### src/source/stationConfigPkg.sv
package stationConfigPkg;

  localparam int robTagWidth = 4;  // reorder buffer tag

  localparam int entryCount = 16;
  localparam int entryIndexWidth = 4;

  // full goes high at 14 entries, room for adds in flight
  localparam int fullThreshold = 13;

endpackage

### src/source/aluOpsPkg.sv
package aluOpsPkg;

  localparam int dataWidth = 32;  // operand and result width

  // ALU operations, encodings fixed by the instruction unit
  typedef enum logic [3:0] {
    ADD = 4'd0,
    SUB = 4'd1,
    XOR = 4'd2,
    OR  = 4'd3,
    AND = 4'd4,
    SLL = 4'd5,
    SRL = 4'd6,
    SRA = 4'd7,
    EQ  = 4'd8,
    NE  = 4'd9,
    LT  = 4'd10,  // signed
    LTU = 4'd11,
    GE  = 4'd12,  // signed
    GEU = 4'd13
  } aluOpT;

endpackage
### src/source/reservationStation.sv
`timescale 1ns/1ps

module reservationStation
  import aluOpsPkg::*, stationConfigPkg::*;
(
  input  logic                   clockIn,
  input  logic                   resetIn,
  input  logic                   readyIn,
  // instruction unit
  input  logic                   addValid,
  input  aluOpT                  addOp,
  input  logic [robTagWidth-1:0] addRobTag,
  input  logic [dataWidth-1:0]   addValue1,
  input  logic                   addHasDep1,
  input  logic [robTagWidth-1:0] addDepTag1,
  input  logic [dataWidth-1:0]   addValue2,
  input  logic                   addHasDep2,
  input  logic [robTagWidth-1:0] addDepTag2,
  output logic                   full,
  // load/store buffer
  input  logic                   lsbUpdate,
  input  logic [robTagWidth-1:0] lsbRobTag,
  input  logic [dataWidth-1:0]   lsbValue,
  // result broadcast
  output logic                   update,
  output logic [robTagWidth-1:0] updateRobTag,
  output logic [dataWidth-1:0]   updateValue
);

  logic                   aluBusy;
  logic [robTagWidth-1:0] aluRobTag;
  logic [dataWidth-1:0]   aluResult;
  logic [dataWidth-1:0]   resolvedValue1;
  logic                   resolvedHasDep1;
  logic [dataWidth-1:0]   resolvedValue2;
  logic                   resolvedHasDep2;
  logic                   issueValid;
  aluOpT                  issueOp;
  logic [robTagWidth-1:0] issueRobTag;
  logic [dataWidth-1:0]   issueValue1;
  logic [dataWidth-1:0]   issueValue2;

  operandCapture operandCapture_inst (.*);

  stationEntries stationEntries_inst (.*);

  executeStage executeStage_inst (
    .clockIn      (clockIn),
    .resetIn      (resetIn),
    .readyIn      (readyIn),
    .issueValid   (issueValid),
    .issueOp      (issueOp),
    .issueRobTag  (issueRobTag),
    .issueValue1  (issueValue1),
    .issueValue2  (issueValue2),
    .aluBusy      (aluBusy),
    .aluRobTag    (aluRobTag),
    .aluResult    (aluResult),
    .update       (update),
    .updateRobTag (updateRobTag),
    .updateValue  (updateValue)
  );

endmodule

### src/source/executeStage.sv
`timescale 1ns/1ps

module executeStage
  import aluOpsPkg::*, stationConfigPkg::*;
(
  input  logic                   clockIn,
  input  logic                   resetIn,
  input  logic                   readyIn,
  input  logic                   issueValid,
  input  aluOpT                  issueOp,
  input  logic [robTagWidth-1:0] issueRobTag,
  input  logic [dataWidth-1:0]   issueValue1,
  input  logic [dataWidth-1:0]   issueValue2,
  output logic                   aluBusy,
  output logic [robTagWidth-1:0] aluRobTag,
  output logic [dataWidth-1:0]   aluResult,
  output logic                   update,
  output logic [robTagWidth-1:0] updateRobTag,
  output logic [dataWidth-1:0]   updateValue
);

  aluOpT                stageOp;
  logic [dataWidth-1:0] stageValue1;
  logic [dataWidth-1:0] stageValue2;

  always_ff @(posedge clockIn) begin
    if (resetIn) begin
      aluBusy <= 1'b0;
    end else if (readyIn) begin
      aluBusy <= issueValid;
    end
  end

  always_ff @(posedge clockIn) begin
    if (readyIn) begin
      stageOp     <= issueOp;
      aluRobTag   <= issueRobTag;
      stageValue1 <= issueValue1;
      stageValue2 <= issueValue2;
    end
  end

  always_comb begin
    case (stageOp)
      ADD:     aluResult = stageValue1 + stageValue2;
      SUB:     aluResult = stageValue1 - stageValue2;
      XOR:     aluResult = stageValue1 ^ stageValue2;
      OR:      aluResult = stageValue1 | stageValue2;
      AND:     aluResult = stageValue1 & stageValue2;
      SLL:     aluResult = stageValue1 << stageValue2;  // whole operand as amount
      SRL:     aluResult = stageValue1 >> stageValue2;
      SRA:     aluResult = $unsigned($signed(stageValue1) >>> stageValue2);
      EQ:      aluResult = dataWidth'(stageValue1 == stageValue2);
      NE:      aluResult = dataWidth'(stageValue1 != stageValue2);
      LT:      aluResult = dataWidth'($signed(stageValue1) < $signed(stageValue2));
      LTU:     aluResult = dataWidth'(stageValue1 < stageValue2);
      GE:      aluResult = dataWidth'($signed(stageValue1) >= $signed(stageValue2));
      GEU:     aluResult = dataWidth'(stageValue1 >= stageValue2);
      default: aluResult = '0;
    endcase
  end

  always_ff @(posedge clockIn) begin
    if (resetIn) begin
      update       <= 1'b0;
      updateRobTag <= '0;
      updateValue  <= '0;
    end else if (readyIn) begin
      update       <= aluBusy;
      updateRobTag <= aluBusy ? aluRobTag : '0;  // zero when idle
      updateValue  <= aluBusy ? aluResult : '0;
    end
  end

  noUpdateAfterReset: assert property (@(posedge clockIn) $fell(resetIn) |=> !update);

endmodule

### src/source/stationEntries.sv
`timescale 1ns/1ps

module stationEntries
  import aluOpsPkg::*, stationConfigPkg::*;
(
  input  logic                   clockIn,
  input  logic                   resetIn,
  input  logic                   readyIn,
  input  logic                   addValid,
  input  aluOpT                  addOp,
  input  logic [robTagWidth-1:0] addRobTag,
  input  logic [robTagWidth-1:0] addDepTag1,
  input  logic [robTagWidth-1:0] addDepTag2,
  input  logic [dataWidth-1:0]   resolvedValue1,
  input  logic                   resolvedHasDep1,
  input  logic [dataWidth-1:0]   resolvedValue2,
  input  logic                   resolvedHasDep2,
  input  logic                   lsbUpdate,
  input  logic [robTagWidth-1:0] lsbRobTag,
  input  logic [dataWidth-1:0]   lsbValue,
  input  logic                   aluBusy,
  input  logic [robTagWidth-1:0] aluRobTag,
  input  logic [dataWidth-1:0]   aluResult,
  output logic                   full,
  output logic                   issueValid,
  output aluOpT                  issueOp,
  output logic [robTagWidth-1:0] issueRobTag,
  output logic [dataWidth-1:0]   issueValue1,
  output logic [dataWidth-1:0]   issueValue2
);

  logic [entryCount-1:0]  entryValid;
  aluOpT                  entryOp      [entryCount];
  logic [robTagWidth-1:0] entryRobTag  [entryCount];
  logic [dataWidth-1:0]   entryValue1  [entryCount];
  logic [dataWidth-1:0]   entryValue2  [entryCount];
  logic [entryCount-1:0]  entryHasDep1;
  logic [entryCount-1:0]  entryHasDep2;
  logic [robTagWidth-1:0] entryDepTag1 [entryCount];
  logic [robTagWidth-1:0] entryDepTag2 [entryCount];

  logic [entryIndexWidth:0]   occupancy;  // one bit wider, holds entryCount
  logic [entryCount-1:0]      readyMask;
  logic [entryIndexWidth-1:0] freeIndex;
  logic [entryIndexWidth-1:0] issueIndex;

  assign readyMask = entryValid & ~entryHasDep1 & ~entryHasDep2;
  assign full      = occupancy > fullThreshold;

  // priority encoders, lowest index wins
  always_comb begin
    freeIndex  = '0;
    issueIndex = '0;
    for (int i = entryCount - 1; i >= 0; i--) begin
      if (!entryValid[i]) freeIndex = entryIndexWidth'(i);
      if (readyMask[i]) issueIndex = entryIndexWidth'(i);
    end
  end

  assign issueValid  = |readyMask;
  assign issueOp     = entryOp[issueIndex];
  assign issueRobTag = entryRobTag[issueIndex];
  assign issueValue1 = entryValue1[issueIndex];
  assign issueValue2 = entryValue2[issueIndex];

  always_ff @(posedge clockIn) begin
    if (resetIn) begin
      entryValid <= '0;
      occupancy  <= '0;
    end else if (readyIn) begin
      // wakeup of stored operands
      for (int i = 0; i < entryCount; i++) begin
        if (entryValid[i] && entryHasDep1[i]) begin
          if (lsbUpdate && (entryDepTag1[i] == lsbRobTag)) begin
            entryValue1[i]  <= lsbValue;
            entryHasDep1[i] <= 1'b0;
          end else if (aluBusy && (entryDepTag1[i] == aluRobTag)) begin
            entryValue1[i]  <= aluResult;
            entryHasDep1[i] <= 1'b0;
          end
        end
        if (entryValid[i] && entryHasDep2[i]) begin
          if (lsbUpdate && (entryDepTag2[i] == lsbRobTag)) begin
            entryValue2[i]  <= lsbValue;
            entryHasDep2[i] <= 1'b0;
          end else if (aluBusy && (entryDepTag2[i] == aluRobTag)) begin
            entryValue2[i]  <= aluResult;
            entryHasDep2[i] <= 1'b0;
          end
        end
      end

      if (addValid) begin  // free slot, never the issuing one
        entryValid[freeIndex]   <= 1'b1;
        entryOp[freeIndex]      <= addOp;
        entryRobTag[freeIndex]  <= addRobTag;
        entryValue1[freeIndex]  <= resolvedValue1;
        entryHasDep1[freeIndex] <= resolvedHasDep1;
        entryDepTag1[freeIndex] <= addDepTag1;
        entryValue2[freeIndex]  <= resolvedValue2;
        entryHasDep2[freeIndex] <= resolvedHasDep2;
        entryDepTag2[freeIndex] <= addDepTag2;
      end

      if (issueValid) entryValid[issueIndex] <= 1'b0;

      occupancy <= occupancy + {{entryIndexWidth{1'b0}}, addValid}
                             - {{entryIndexWidth{1'b0}}, issueValid};
    end
  end

  // instruction unit must respect full
  addWhileFull: assert property (
    @(posedge clockIn) disable iff (resetIn)
    readyIn |-> !(addValid && full)
  );

  occupancyBound: assert property (
    @(posedge clockIn) disable iff (resetIn)
    occupancy <= entryCount
  );

endmodule

### src/source/operandCapture.sv
`timescale 1ns/1ps

module operandCapture
  import aluOpsPkg::*, stationConfigPkg::*;
(
  input  logic [dataWidth-1:0]   addValue1,
  input  logic                   addHasDep1,
  input  logic [robTagWidth-1:0] addDepTag1,
  input  logic [dataWidth-1:0]   addValue2,
  input  logic                   addHasDep2,
  input  logic [robTagWidth-1:0] addDepTag2,
  input  logic                   lsbUpdate,
  input  logic [robTagWidth-1:0] lsbRobTag,
  input  logic [dataWidth-1:0]   lsbValue,
  input  logic                   aluBusy,
  input  logic [robTagWidth-1:0] aluRobTag,
  input  logic [dataWidth-1:0]   aluResult,
  input  logic                   update,
  input  logic [robTagWidth-1:0] updateRobTag,
  input  logic [dataWidth-1:0]   updateValue,
  output logic [dataWidth-1:0]   resolvedValue1,
  output logic                   resolvedHasDep1,
  output logic [dataWidth-1:0]   resolvedValue2,
  output logic                   resolvedHasDep2
);

  // load/store first, then ALU stage, then broadcast register
  function automatic void resolveOperand(
    input  logic [dataWidth-1:0]   value,
    input  logic                   hasDep,
    input  logic [robTagWidth-1:0] depTag,
    output logic [dataWidth-1:0]   outValue,
    output logic                   outHasDep
  );
    outValue  = value;
    outHasDep = hasDep;
    if (hasDep) begin
      if (lsbUpdate && (depTag == lsbRobTag)) begin
        outValue  = lsbValue;
        outHasDep = 1'b0;
      end else if (aluBusy && (depTag == aluRobTag)) begin
        outValue  = aluResult;  // produced this cycle
        outHasDep = 1'b0;
      end else if (update && (depTag == updateRobTag)) begin
        outValue  = updateValue;
        outHasDep = 1'b0;
      end
    end
  endfunction

  always_comb begin
    resolveOperand(addValue1, addHasDep1, addDepTag1, resolvedValue1, resolvedHasDep1);
    resolveOperand(addValue2, addHasDep2, addDepTag2, resolvedValue2, resolvedHasDep2);
  end

endmodule

### config.mk
export PLATFORM = sky130hd
export DESIGN_NAME = reservationStation
export DESIGN_NICKNAME = d
export VERILOG_FILES = /design/src/source/stationConfigPkg.sv /design/src/source/aluOpsPkg.sv /design/src/source/reservationStation.sv /design/src/source/executeStage.sv /design/src/source/stationEntries.sv /design/src/source/operandCapture.sv
export SDC_FILE = /design/constraint.sdc
export NUM_CORES = 2
export LEC_CHECK = 0
export ABC_CLOCK_PERIOD_IN_PS = 4900
export BUFFER_PORTS_ARGS = -buffer_cell sky130_fd_sc_hd__buf_4
export CELL_PAD_IN_SITES_DETAIL_PLACEMENT = 1
export CELL_PAD_IN_SITES_GLOBAL_PLACEMENT = 2
export CORE_MARGIN = 2
export CORE_UTILIZATION = 39
export DETAILED_ROUTE_END_ITERATION = 8
export GPL_TIMING_DRIVEN = 1
export PLACE_DENSITY_LB_ADDON = 0.1
export SLEW_MARGIN = 15
export SYNTH_ARGS = -nofsm -noshare
export SYNTH_HDL_FRONTEND = slang
export SYNTH_SLANG_ARGS = --single-unit
### constraint.sdc
create_clock -name clockIn -period 4.9 [get_ports clockIn]
set_input_delay 0.49 -clock clockIn [delete_from_list [all_inputs] [get_ports clockIn]]
set_output_delay 0.49 -clock clockIn [all_outputs]
set_load 0.005 [all_outputs]
==> impl_metrics.json <==
{
  "path_max_fanout": 16,
  "crit_arrival_ps": 5340,
  "slowest_stage": "edfxtp_1",
  "crit_path_cell_trace": "inv_1 > ha_1 > buf_4 > nor4_1 > buf_4 > o311a_1 > nor4_4 > buf_4 > o311ai_2 > a211oi_1 > o2111ai_1 > and4_2 > buf_12 > o211ai_1 > o21ai_1 > buf_4 > o21ai_0",
  "htreeDepth": 4,
  "ir_worst_vdd_v": 0.0003910,
  "cts_buffer_depth": 3,
  "cp_slowest_stage_delay_ps": 630,
  "grt.overflow.total": 0,
  "finalNetCount": 8858,
  "yosys.area_share.adder_pct": 1.590,
  "p_sw_w": 0.008764,
  "cp.required_ps": 5450,
  "yosys.area_share.xor_xnor_pct": 2.871,
  "ys_types": 103,
  "fmax_mhz": 208.5,
  "sw_frac_of_total_pct": 28.12,
  "grt_max_degree": 83,
  "clock_sinks": 1443,
  "wl_per_cell_um": 41.93,
  "netlist_area_sq_um": 88770,
  "area_delta_synth_final_pct": 17.08,
  "synth-seq-cells": 1443,
  "status": "finished, final reports clean",
  "first_pass_iters": 6,
  "finalSetupViolCount": 0,
  "p_comb_share_pct": 13.5,
  "place_congestion": 0.9605,
  "grt_pass1_vias": 81287,
  "p_int_w": 0.02240,
  "coreArea_sq_um": 226800,
  "antenna_found_initial": 32,
  "synth_top_family_by_area": "compound AO/OA/AOI/OAI gates",
  "tightest_slew_ps": 1301,
  "synth_nets": 8762,
  "yosys_most_used_dff": "edfxtp_1",
  "synth-seq-area-share_pct": 48.15,
  "synth_compound_area_share_pct": 22.31,
  "multi_input_area_sq_um": 42830,
  "r2r_cells": 17,
  "netlist_instances": 8528,
  "pwr-share-clk_pct": 42.5,
  "min_path_cells": 1,
  "rsz0062_at_grt": "false",
  "tritoncts": "done",
  "p_total_w": 0.03116,
  "whs_endpoint": "stationEntries_inst.entryDepTag1[11][3]",
  "port_buffers": 160,
  "root_buffer": "clkbuf_16",
  "seqPwrFrac_pct": 44.0,
  "crit_top_cell": "buf_4",
  "slew_headroom_pct": 12.94,
  "r2r_slack_ps": 100,
  "maxCapViolCount": 0,
  "ant_nets": 0,
  "clk_latency_ps": 880,
  "cts_buffers": 171,
  "clkTransAtPathRegs_ps": 60,
  "hpwlAfterDp_um": 328600,
  "min_period_ps": 4796,
  "critPathLaunchType": "flop",
  "drc": 0,
  "via_count": 83078,
  "dieArea_sq_um": 231400,
  "worstSetupPathType": "flop to flop",
  "synthSimpleGateAreaFrac_pct": 9.897,
  "endpoint_kind": "flop",
  "register_area_sq_um": 42740,
  "nFillCells": 24352,
  "rows": 175,
  "grt_usage_pct": 41.76,
  "critPathTopFamily": "compound AO/OA/AOI/OAI gates",
  "fin_crit_sh_pct": 97.88,
  "synth_edf_count": 1384,
  "timing.rr.start": "executeStage_inst.stageValue2[6]",
  "drt_iter0_markers": 12484,
  "skew_ps": 67.45,
  "drt_wl_total_um": 494600,
  "routed_via_density": 7.042,
  "path_buf_inv": 6,
  "async_flop_share_pct": 0,
  "io_pins": 161,
  "start_util_pct": 39.13,
  "p_per_area_nw_per_um2": 299.9,
  "hold_path.class": "input port to flop",
  "place_area_sq_um": 98000,
  "yosysWarnings": 0,
  "avgSynthCellArea_sq_um": 10.41,
  "p_leak_nw": 34.29,
  "setup_tns_ps": 0,
  "worstHoldStart": "addDepTag1[3]",
  "die-height_um": 481.1,
  "stdcell_area_sq_um": 103900,
  "synthMuxAreaShare_pct": 10.22,
  "grt_pass1_wl_um": 673400,
  "drive_gt1_share_pct": 19.62,
  "drv_slew": 0,
  "die_x_um": 481.1,
  "r2r-end": "stationEntries_inst.entryValue2[13][0]",
  "hold_viol_final": 0
}
Yosys cell counts (all sizes together) (57+ instances only):
| master | n | area (sq um) |
|---|---|---|
| mux4 | 337 | 7620 |
| nor4 | 97 | 655.6 |
| xnor2 | 82 | 718.2 |
| o21ai | 1128 | 5672 |
| dfxtp | 59 | 1181 |
| buf | 178 | 908.4 |
| o211ai | 569 | 4272 |
| edfxtp | 1384 | 41560 |
| nand3 | 156 | 780.8 |
| o22ai | 69 | 431.7 |
| a22oi | 464 | 3483 |
| clkbuf | 785 | 2949 |
| ha | 108 | 1351 |
| a21oi | 422 | 2153 |
| a211oi | 57 | 460.4 |
| inv | 139 | 521.8 |
| nand2 | 965 | 3625 |
| nor3 | 114 | 570.6 |
| xor2 | 209 | 1831 |
| mux2i | 107 | 1071 |
| nor2 | 471 | 1775 |
routing by layer:
layer  vias to the layer above  share of wire [%]  track usage [%]
met5                         -              0.016                0
met4                        14                7.1            24.73
met3                      1286                 11            9.479
met2                      5551                 43            62.52
met1                     43233                 39            55.27
li1                      32994                  -                -
cells in the final DEF, fill, tap and decap left out, types with 172 or more instances in the layout:
master and instances:
a21oi_1 385, a22oi_1 464, buf_4 741, clkbuf_16 172
edfxtp_1 1384, mux4_2 329, nand2_1 955, nor2_1 454
o211ai_1 569, o21ai_0 1066, xor2_1 209
through the flow:
stage	util [%]	hold slack (ps)	setup WS (ps)	std cells
5_1_grt	45.80	38.00	12.74	11781
3_3_place_gp	43.20	481.2	70.15	11445
3_5_place_dp	43.20	491.1	33.45	11445
4_1_cts	45.72	23.72	4.012	11767
6_report	45.82	57.94	103.8	11797
2_1_floorplan	-	460.4	86.32	8528
cell type report:
| cell class | count | area share, % |
|---|---|---|
| flip-flops and latches | 1443 | 41.12 |
| clock inverters | 98 | 1.122 |
| clock buffers | 216 | 4.309 |
| multi-input cells | 5978 | 41.21 |
| repair buffers | 886 | 8.040 |
| inverters | 144 | 0.5201 |
| diodes | 23 | 0.05538 |
| well taps | 3009 | 3.622 |
cell families after synthesis:
group	Yosys count
compound gates	3088
simple gates	2010
flops	1443
buf+inv	1107
mux	478
xor+xnor	291
fa+ha+maj	111
what timing repair did:
action | CTS | global route
endpoints found under the hold margin | 128 | 0
gates resized for setup | 0 | 12
setup endpoints to repair | 0 | 323
hold buffers | 8 | 0
setup buffers | 0 | 5
registers in the layout (all words and copies together) (netlist names), 32 cells and up:
name                              cells
executeStage_inst.stageValue1        32
executeStage_inst.stageValue2        32
executeStage_inst.updateValue        32
stationEntries_inst.entryDepTag1     64
stationEntries_inst.entryDepTag2     64
stationEntries_inst.entryOp          64
stationEntries_inst.entryRobTag      64
stationEntries_inst.entryValue1     512
stationEntries_inst.entryValue2     512
worst max path at each step:
| stage | startpoint | to | slack [ps] | depth (start not counted) |
|---|---|---|---|---|
| 2_1_floorplan | executeStage_inst.stageValue2[3] | stationEntries_inst.entryValue2[9][21] | 90 | 17 |
| 5_1_grt | executeStage_inst.stageValue2[1] | stationEntries_inst.entryValue1[15][9] | 10 | 14 |
| 3_5_place_dp | executeStage_inst.stageValue1[10] | stationEntries_inst.entryValue2[13][0] | 30 | 16 |
| 4_1_cts | executeStage_inst.stageValue2[6] | stationEntries_inst.entryValue2[14][28] | 4 | 17 |
| 6_report | executeStage_inst.stageValue2[6] | stationEntries_inst.entryValue2[13][0] | 100 | 17 |
| 3_3_place_gp | executeStage_inst.stageValue1[10] | stationEntries_inst.entryValue2[12][0] | 70 | 17 |
power groups by stage:
stage | clock (W) | sequential (W) | combinational, W
2_1_floorplan | 0 | 0.0139 | 0.00211
3_3_place_gp | 0 | 0.0140 | 0.00397
3_5_place_dp | 0 | 0.0140 | 0.00404
4_1_cts | 0.0133 | 0.0137 | 0.00407
5_1_grt | 0.0137 | 0.0137 | 0.00439
6_report | 0.0132 | 0.0137 | 0.00421
Note: power is estimated with default switching activity, not from simulation.
